File: config.mk
export PLATFORM = sky130hd
export DESIGN_NAME = mem_init_fsm
export DESIGN_NICKNAME = d
export VERILOG_FILES = /design/src/logic/mem_ctrl_pkg.sv /design/src/logic/mem_cfg_pkg.sv /design/src/logic/mem_init_fsm.sv
export SDC_FILE = /design/constraint.sdc
export NUM_CORES = 1
export LEC_CHECK = 0
export BUFFER_PORTS_ARGS = -buffer_cell sky130_fd_sc_hd__clkbuf_2
export CAP_MARGIN = 20
export CORE_AREA = 8 8 45 47
export DETAILED_ROUTE_END_ITERATION = 8
export DIE_AREA = 0 0 53 55
export REMOVE_ABC_BUFFERS = 1
export SLEW_MARGIN = 20
export SYNTH_ARGS = -nofsm -noshare
export SYNTH_HDL_FRONTEND = slang
export SYNTH_SLANG_ARGS = --single-unit
File: constraint.sdc
create_clock -name clk -period 2 [get_ports clk]
set_input_delay 0.3 -clock clk [delete_from_list [all_inputs] [get_ports clk]]
set_output_delay 0.3 -clock clk [all_outputs]
set_load 0.02 [all_outputs]
File: src/logic/mem_ctrl_pkg.sv
`default_nettype none

package mem_ctrl_pkg;

    // ============================================================
    // Init sequencer
    // ============================================================

    // Clear walks the array, done holds ready
    typedef enum logic {
        MEM_INIT_CLEAR = 1'b0,
        MEM_INIT_DONE  = 1'b1
    } mem_init_state_e;

    // ============================================================
    // Port operations
    // ============================================================

    // Decoded request as seen by the core
    typedef enum logic [1:0] {
        MEM_OP_IDLE  = 2'b00,
        MEM_OP_READ  = 2'b01,
        MEM_OP_WRITE = 2'b10
    } mem_op_e;

endpackage : mem_ctrl_pkg

`default_nettype wire

File: src/logic/mem_cfg_pkg.sv
`default_nettype none

package mem_cfg_pkg;

    // ============================================================
    // RAM geometry
    // ============================================================

    // Address bits per port
    localparam int ADDR_WID = 8;

    // Data bits per entry
    localparam int DATA_WID = 32;

    // Entries in the storage array
    localparam int DEPTH = 2 ** ADDR_WID;

    // ============================================================
    // Read timing
    // ============================================================

    // Edges from request sample to valid rd_ack / rd_data
    // One edge in the port request register, one in the core
    localparam int RD_LATENCY = 2;

endpackage : mem_cfg_pkg

`default_nettype wire
File: src/logic/mem_init_fsm.sv
`timescale 1ns/100ps
`default_nettype none

module mem_init_fsm (
    input  wire logic                             clk,
    input  wire logic                             rst,
    output logic                                  init_we,
    output logic [mem_cfg_pkg::ADDR_WID-1:0]      init_addr,
    output logic                                  rdy
);
    import mem_cfg_pkg::*;
    import mem_ctrl_pkg::*;

    // ============================================================
    // Signals
    // ============================================================

    // Sequencer state
    mem_init_state_e state;
    mem_init_state_e nxt_state;

    // Address counter at the last entry
    logic last_entry;

    // ============================================================
    // Next-state logic
    // ============================================================

    assign last_entry = (init_addr == ADDR_WID'(DEPTH - 1));

    always_comb begin
        nxt_state = state;
        case (state)
            MEM_INIT_CLEAR: begin
                // Leave clear once the final entry is written
                if (last_entry) begin
                    nxt_state = MEM_INIT_DONE;
                end
            end
            MEM_INIT_DONE: begin
                // Stay here until the next reset
                nxt_state = MEM_INIT_DONE;
            end
            default: begin
                nxt_state = MEM_INIT_CLEAR;
            end
        endcase
    end

    // ============================================================
    // State and counter registers
    // ============================================================

    always_ff @(posedge clk) begin
        if (rst) begin
            state <= MEM_INIT_CLEAR;
        end else begin
            state <= nxt_state;
        end
    end

    // One entry per cycle while clearing
    always_ff @(posedge clk) begin
        if (rst) begin
            init_addr <= '0;
        end else if (state == MEM_INIT_CLEAR) begin
            init_addr <= init_addr + 1'b1;
        end
    end

    // ============================================================
    // Outputs
    // ============================================================

    // Write strobe for the core's clear path
    assign init_we = (state == MEM_INIT_CLEAR);

    // Ready level for both ports
    assign rdy = (state == MEM_INIT_DONE);

endmodule : mem_init_fsm

`default_nettype wire

==> flow_summary.ini <==
[routing]
drt_pass1_iterations = 2
avgRoutedWirePerCell_um = 12.2
viasPerCell = 4.69
remaining_drc_errors = 0
drt_iter0_markers = 1
ant_nets = 0
drt-total-wl_um = 868
vias = 333

[worst_setup_path]
crit_path_start_kind = flip-flop
cp_top_family = simple AND/OR/NAND/NOR gates
critPathKind = flip-flop to flip-flop
crit_chain = ha_1, nand2_1, or4_1, a21oi_1
crit_slowest_cell = dfxtp_1
crit_buf_inv = 0
cpPeakStageDelay_ps = 440
path_max_fanout = 4
cp-end-kind = flip-flop
crit_arrival_ps = 1580
critPathRequiredTime_ps = 2200

[yosys]
synthTopCellsByCount = dfxtp_1 (9), nor2_1 (6), a21oi_1 (3), xor2_1 (3)
synth_top_area_cell = dfxtp_1
synth_cell_types = 21
synthMostInstantiatedCell = dfxtp_1
async_flop_share_pct = 0
synth_edf_count = 0
synth_top_area_share_pct = 44.6
ys_warn_count = 0
synth.area.top_cells = dfxtp_1 (45%), xor2_1 (6.5%), nand4b_4 (5.9%)
synthCells = 42
synth.avg_cell_area_um2 = 9.62
synth_area_um2 = 404
ys.flop_type = dfxtp_1
ys_seq_elements = 9
seq_area_frac_synth_pct = 44.6

[floorplan]
fp.dieH_um = 55
fp.dieArea_um2 = 2920
rows = 14
start_util_pct = 29.2
die_w_um = 53
pin_count = 12
core_area_um2 = 1380

[placement]
port-buffer-count = 11
dp.final_hpwl_um = 648
gp_congestion = 0.707
dp.cells = 67

[global_route]
grt_max_degree = 11
grt_pass1_vias = 296
grt_pass1_wl_um = 1360
overflow = 0
antenna_found_initial = 0
grt_usage_pct = 6.62

[clock_tree]
htree_levels = 1
cts_sinks = 9
cts_root_buf = clkbuf_4
cts-resized-gates = 0
clock_path_buffers = 2
worstSkewPairLatency_ps = 270
post_cts_buffers = 0
cts_buffers = 3
cts_tree = yes
ctsHoldBuffers = 0
clk_pin_slew_ps = 70

[timing]
tightest_slew_ps = 339
setup_viol = 0
fin_crit_ps = 1370
clock.fmax_ghz = 0.728
rsz0062_at_grt = false
relSlewSlack_pct = 77.4
fin_skew_ps = 7.89
post-route-period-util_pct = 68.7
finalHoldViolCount = 0
final-max-slew-violation-count = 0
timing.setup.tns_ps = 0

[layout]
n_antenna_cell = 0
final_nets = 59
fin_cells = 71
drive_gt1_share_pct = 29.1
area_growth_pct = 21.4

[power]
vdd.ir_drop.worst_uv = 339
p_leak_nw = 0.224
power_density_nw_per_um2 = 743

[worst_hold_path]
min_path_type = input pin to flip-flop

[run]
maxCapViolations = 0

[outcome]
status = finished, final reports clean
-- final cells by class --
class,instances,area (um^2)
well taps,16,20.0
multi-input cells,30,205
inverters,1,3.75
repair buffers,11,55.1
clock buffers,4,26.3
fillers,157,893
flip-flops and latches,9,180
-- flip-flops by register name, summed over array words and instances (netlist names) --
signal / cells
init_addr: 8
rdy: 1
-- metal layers --
layer / GRT usage [%] / up-vias / routed length [um] / part of all wire (%)
li1: - / 171 / - / -
met1: 7.76 / 149 / 382 / 44
met2: 8.79 / 11 / 365 / 42
met3: 3.48 / 2 / 98 / 11
met4: 5.17 / 0 / 21 / 2.4
met5: 0 / - / 0 / 0
-- per-stage QoR --
step | utilization, % | hold WS [ps] | instance area (um^2) | worst slack (ps) | power, mW
6_report | 35.4 | 323 | 490 | 626 | 0.364
5_1_grt | 35.4 | 319 | 490 | 556 | 0.389
4_1_cts | 35.4 | 328 | 490 | 629 | 0.369
3_5_place_dp | 33.5 | 504 | 464 | 650 | 0.225
3_3_place_gp | 33.5 | 495 | 464 | 693 | 0.225
2_1_floorplan | - | 369 | 389 | 580 | 0.213
-- cell families (layout without fill, tap and decap cells) --
| family | Yosys count | count (layout) | synth area share, % |
|---|---|---|---|
| xor+xnor | 4 | 4 | 8.67 |
| compound gates | 7 | 7 | 10.5 |
| flops | 9 | 9 | 44.6 |
| buf+inv | 3 | 16 | 4.64 |
| simple gates | 17 | 17 | 26.0 |
| mux | 1 | 1 | 2.48 |
| fa+ha+maj | 1 | 1 | 3.10 |
-- path summary, 6_finish.rpt --
path	start	endpoint	slack, ps	cells past startpoint
setup / recovery	init_addr[0]	init_addr[6]	630	4
hold / removal	rst	init_addr[6]	320	2
setup reg to reg	init_addr[0]	init_addr[6]	630	4
hold reg to reg	init_addr[7]	init_addr[7]	510	2
-- cells in the final DEF, fill, tap and decap left out --
master | netlist | routed
o21ai_0 | 2 | 2
nand4b_1 | 1 | 1
nor2b_1 | 1 | 1
nand3_1 | 2 | 2
nand4b_4 | 1 | 1
clkbuf_2 | 0 | 11
mux2i_1 | 1 | 1
nand4_1 | 1 | 1
clkbuf_1 | 1 | 1
clkbuf_4 | 0 | 3
xor2_1 | 3 | 3
nand2_1 | 2 | 2
a21oi_1 | 3 | 3
nor2_1 | 6 | 6
dfxtp_1 | 9 | 9
or3_1 | 2 | 2
xnor2_1 | 1 | 1
or4_1 | 1 | 1
inv_1 | 1 | 1
ha_1 | 1 | 1
o31ai_1 | 1 | 1
o21ba_2 | 1 | 1
-- report_power, final --
| group | internal (mW) | total [mW] | switching [mW] |
|---|---|---|---|
| combinational | 0.0106 | 0.0267 | 0.0161 |
| clock | 0.0770 | 0.144 | 0.0668 |
| sequential | 0.184 | 0.194 | 0.00941 |
| total | 0.272 | 0.364 | 0.0923 |
No activity file was read; power rests on OpenSTA's default activity.
