--- src/logic/mem_ctrl_pkg.sv ---
`default_nettype none

package mem_ctrl_pkg;

    // ============================================================
    // Init sequencer
    // ============================================================

    // Clear walks the array, done holds ready
    typedef enum logic {
        MEM_INIT_CLEAR = 1'b0,
        MEM_INIT_DONE  = 1'b1
    } mem_init_state_e;

    // ============================================================
    // Port operations
    // ============================================================

    // Decoded request as seen by the core
    typedef enum logic [1:0] {
        MEM_OP_IDLE  = 2'b00,
        MEM_OP_READ  = 2'b01,
        MEM_OP_WRITE = 2'b10
    } mem_op_e;

endpackage : mem_ctrl_pkg

`default_nettype wire

--- src/logic/mem_cfg_pkg.sv ---
`default_nettype none

package mem_cfg_pkg;

    // ============================================================
    // RAM geometry
    // ============================================================

    // Address bits per port
    localparam int ADDR_WID = 8;

    // Data bits per entry
    localparam int DATA_WID = 32;

    // Entries in the storage array
    localparam int DEPTH = 2 ** ADDR_WID;

    // ============================================================
    // Read timing
    // ============================================================

    // Edges from request sample to valid rd_ack / rd_data
    // One edge in the port request register, one in the core
    localparam int RD_LATENCY = 2;

endpackage : mem_cfg_pkg

`default_nettype wire
--- src/logic/mem_port_ctrl.sv ---
`timescale 1ns/100ps
`default_nettype none

module mem_port_ctrl (
    input  wire logic                             clk,
    input  wire logic                             rst,
    input  wire logic                             rdy,
    input  wire logic                             en,
    input  wire logic                             wr,
    input  wire logic [mem_cfg_pkg::ADDR_WID-1:0] addr,
    input  wire logic [mem_cfg_pkg::DATA_WID-1:0] wr_data,
    output mem_ctrl_pkg::mem_op_e                 op,
    output logic [mem_cfg_pkg::ADDR_WID-1:0]      op_addr,
    output logic [mem_cfg_pkg::DATA_WID-1:0]      op_data,
    output logic                                  rd_ack
);
    import mem_cfg_pkg::*;
    import mem_ctrl_pkg::*;

    // ============================================================
    // Signals
    // ============================================================

    // Request accepted this cycle
    logic req_vld;

    // Decoded operation for the request register
    mem_op_e req_op;

    // Read flags trailing the op register
    // Core adds one edge, the rest sits here
    logic [RD_LATENCY-2:0] rd_pipe;

    // ============================================================
    // Request decode
    // ============================================================

    // Drop anything while the array is still being cleared
    assign req_vld = en && rdy;

    always_comb begin
        if (!req_vld) begin
            req_op = MEM_OP_IDLE;
        end else if (wr) begin
            req_op = MEM_OP_WRITE;
        end else begin
            req_op = MEM_OP_READ;
        end
    end

    // ============================================================
    // Request register
    // ============================================================

    // Operation code, idle under reset
    always_ff @(posedge clk) begin
        if (rst) begin
            op <= MEM_OP_IDLE;
        end else begin
            op <= req_op;
        end
    end

    // Payload follows accepted requests only
    always_ff @(posedge clk) begin
        if (req_vld) begin
            op_addr <= addr;
            if (wr) begin
                op_data <= wr_data;
            end
        end
    end

    // ============================================================
    // Read acknowledge pipeline
    // ============================================================

    // One flag per read in flight, so reads can issue every cycle
    always_ff @(posedge clk) begin
        if (rst) begin
            rd_pipe <= '0;
        end else begin
            rd_pipe[0] <= (op == MEM_OP_READ);
            for (int i = 1; i < RD_LATENCY - 1; i++) begin
                rd_pipe[i] <= rd_pipe[i-1];
            end
        end
    end

    // Lines up with the core's read data register
    assign rd_ack = rd_pipe[RD_LATENCY-2];

endmodule : mem_port_ctrl

`default_nettype wire

--- config.mk ---
export PLATFORM = sky130hd
export DESIGN_NAME = mem_port_ctrl
export DESIGN_NICKNAME = d
export VERILOG_FILES = /design/src/logic/mem_ctrl_pkg.sv /design/src/logic/mem_cfg_pkg.sv /design/src/logic/mem_port_ctrl.sv
export SDC_FILE = /design/constraint.sdc
export NUM_CORES = 1
export LEC_CHECK = 0
export BUFFER_PORTS_ARGS = -buffer_cell sky130_fd_sc_hd__buf_2
export CAP_MARGIN = 5
export CORE_MARGIN = 2
export CORE_UTILIZATION = 25
export CTS_CLUSTER_SIZE = 28
export DETAILED_ROUTE_END_ITERATION = 8
export PLACE_DENSITY_LB_ADDON = 0.1
export REMOVE_ABC_BUFFERS = 1
export SKIP_LAST_GASP = 1
export SLEW_MARGIN = 0
export SYNTH_ARGS = -nofsm -noshare
export SYNTH_HDL_FRONTEND = slang
export SYNTH_SLANG_ARGS = --single-unit
--- constraint.sdc ---
create_clock -name clk -period 1.87 [get_ports clk]
set_input_delay 0.0935 -clock clk [delete_from_list [all_inputs] [get_ports clk]]
set_output_delay 0.0935 -clock clk [all_outputs]
set_load 0.02 [all_outputs]
==> summary.md <==
| Metric | Value |
|---|---|
| Global-route wire length before repair | 4733 um |
| Arr. time, crit path | 0.83 ns |
| Outcome | finished clean |
| Crit end category | primary output |
| Worst Setup Start Kind | register |
| Worst Hold End | op[1] |
| Routed via count | 967 |
| TritonCTS clock tree | built |
| Switching share of power | 0.2107 |
| Ys Warns | 0 |
| Setup-failing EPs final | 0 |
| Maximum capacitance violations | 0 |
| DR iter-0 viols | 24 |
| Internal Power | 0.001560 W |
| Top-Level Pins | 88 |
| Drt first pass iters | 2 |
| Die span in x | 76.25 um |
| Antenna Nets Post-Route | 0 |
| Top cell type's share of synthesized area | 0.9204 |
| Min-Delay Path Class | in -> reg |
| # H-tree levels | 2 |
| Critical path depth in cells | 1 |
| Total track usage | 0.1072 |
| FF/Latch Area | 1261 um2 |
| Flops & latches, synth | 43 |
| Row count | 26 |
| Highest routed layer | met4 |
| Vias in the first global route | 1015 |
| Final Cycle Share | 0.4913 |
| CP max FO | 1 |
| WS Path Type | reg -> out |
| Worst R2R Path Depth | 1 |
| Clock Tree Root | clkbuf_8 |
| LEAKAGE | 0.9893 nW |
| Max Fclk | 1088 MHz |
| Syn_area_per_cell | 27.19 um2 |
| Slowest cell on crit path | edfxtp_1 |
| Core footprint | 5075 um2 |
| RSZ-0062 raised after global routing | false |
| N_diodes | 0 |
| Setup TNS | 0 ns |
| Pwr dens | 836.7 nW/um2 |
| Clk sink count | 43 |
| Asr flop ratio synth | 0 |
| Max transition margin | 0.7492 |
| Routed met1 length | 1152 um |
| Die Ht | 76.25 um |
| FF-to-FF Start | op[0] |
| Hold path start | wr |
| Met2 Routed Length | 1444 um |
| Register share of total power | 0.562 |
| CP peak stage delay | 0.37 ns |
| Register area share after synthesis | 0.9664 |
| Reg clk slew, reported paths | 0.08 ns |
| Synth-to-layout area growth | 81.02% |
| Main synth FF type | edfxtp_1 |
| Routed WL | 2900 um |
| DR WL met3 | 279 um |
| Cells after Synth | 48 |
| Final max-slew violation count | 0 |
| Placer Congestion | 0.6124 |
| Crit-path cells | buf_2 |
| Global route total overflow | 0 |
| Critical path buffers and inverters | 1 |
| Worst Skew | 0.0005287 ns |
| Comb power frac | 0.119 |
| Finished Layout Cells | 255 |
| CP Data Required Time | 1.78 ns |
| Commonest cells in the netlist | edfxtp_1 (40), dfxtp_1 (3) |
| Delay-heaviest family, CP | flip-flops |
| Period minus WS final | 0.9188 ns |
| Pin count of the biggest net entering global routing | 29 |
| Multi-input gate area | 43.79 um2 |
| Mapped Area | 1305 um2 |
| Reg-to-Reg End | rd_ack |
| DR DRC count | 0 |
| Peak VDD IR | 0.4113 mV |
| Initial antenna violation count | 0 |
| Clock share of power | 0.319 |
| Internal reg-to-reg setup slack | 1.27 ns |
| Die ar. | 5814 um2 |
| Placed insts | 206 |
| Top-count cell post-synth | edfxtp_1 |
| Switching power | 0.0004165 W |
| Routed vias/inst | 3.792 |
| Starting Density | 0.2571 |
| Number of distinct library cells after synthesis | 7 |
| Num CTS Buffers | 5 |
| Worst-skew pair later-pin latency | 0.28 ns |
| Fin. Hold Viols | 0 |
| Synth top area cells | edfxtp_1 (92%), dfxtp_1 (4.6%), and4bb_2 (0.96%), and4b_2 (0.86%), nor3b_1 (0.58%) |
| Post-synth EDFFs | 40 |
| Layout cells sized above 1 | 0.5297 |
| Hold path cells | 2 |
| PortBufs | 87 |
| Clock Tree Buf Depth | 2 |
| Routed WL per cell | 11.37 um |
| Fillers | 496 |
| Nets | 229 |
| Top cell type by total area after synthesis | edfxtp_1 |
| Tightest Pin Transition | 0.3762 ns |
cell type report:
type	count	area share
multi-input combinational	5	0.01854
timing repair buffer	129	0.3665
clock inverter	1	0.003178
tap	70	0.03708
clock buffer	7	0.04078
sequential	43	0.5339
sequential cells by signal (all words and copies together), names as in the netlist:
name and flops:
op 2, rd_ack 1, op_addr 8, op_data 32
cells in the final DEF, fill, tap and decap left out:
master         count
and4bb_2           1
and4b_2            1
clkbuf_8           7
dfxtp_1            3
dlygate4sd3_1     41
edfxtp_1          40
and3_1             1
buf_12             1
nor3b_1            1
and2_1             1
buf_2             87
clkinvlp_4         1
logic make-up after synthesis:
group / Yosys count / share of synthesized area
and+or+nand+nor: 5 / 0.03356
DFF: 43 / 0.9664
worst max path at each step:
stage | from | end | slack (ns)
after floorplan | wr | op_data[0] | 0.55
after global placement | en | op_data[6] | 0.79
after detailed placement | wr | op_data[19] | 0.75
after CTS | op_data[15] | op_data[15] | 0.93
after global routing | op_data[15] | op_data[15] | 0.88
final | op_data[17] | op_data[17] | 0.95
power by group through the flow:
| stage | clock [W] | sequential, W | combinational (W) |
|---|---|---|---|
| 2_1_floorplan | 0 | 0.00120 | 0.0000124 |
| 5_1_grt | 0.000718 | 0.00112 | 0.000253 |
| 3_3_place_gp | 0 | 0.00113 | 0.000171 |
| 6_report | 0.000630 | 0.00111 | 0.000235 |
| 3_5_place_dp | 0 | 0.00113 | 0.000172 |
| 4_1_cts | 0.000661 | 0.00111 | 0.000238 |
metal layers:
metal	track usage	vias to the layer above
met2	0.1761	57
met5	0	-
li1	-	462
met3	0.06280	3
met1	0.1191	445
met4	0.02727	0
metrics by stage:
step                hold slack (ns)  utilization  worst slack, ns  instance area (um2)  total power (W)
floorplan                    0.1696            -           0.5465                 1305         0.001210
global placement             0.2704       0.3642           0.7925                 1848         0.001304
detailed placement           0.2716       0.3642           0.7530                 1848         0.001306
CTS                          0.1101       0.4655           0.9253                 2362         0.002012
global route                0.09460       0.4655           0.8825                 2362         0.002087
finish                       0.1203       0.4655           0.9512                 2362         0.001976
repair_timing:
| action | in CTS | in global routing |
|---|---|---|
| hold buffers | 41 | 0 |
| setup buffers | 0 | 0 |
| resized for setup | 0 | 0 |
| hold endpoints to repair | 41 | 0 |
(Power assumes the default switching activity.)
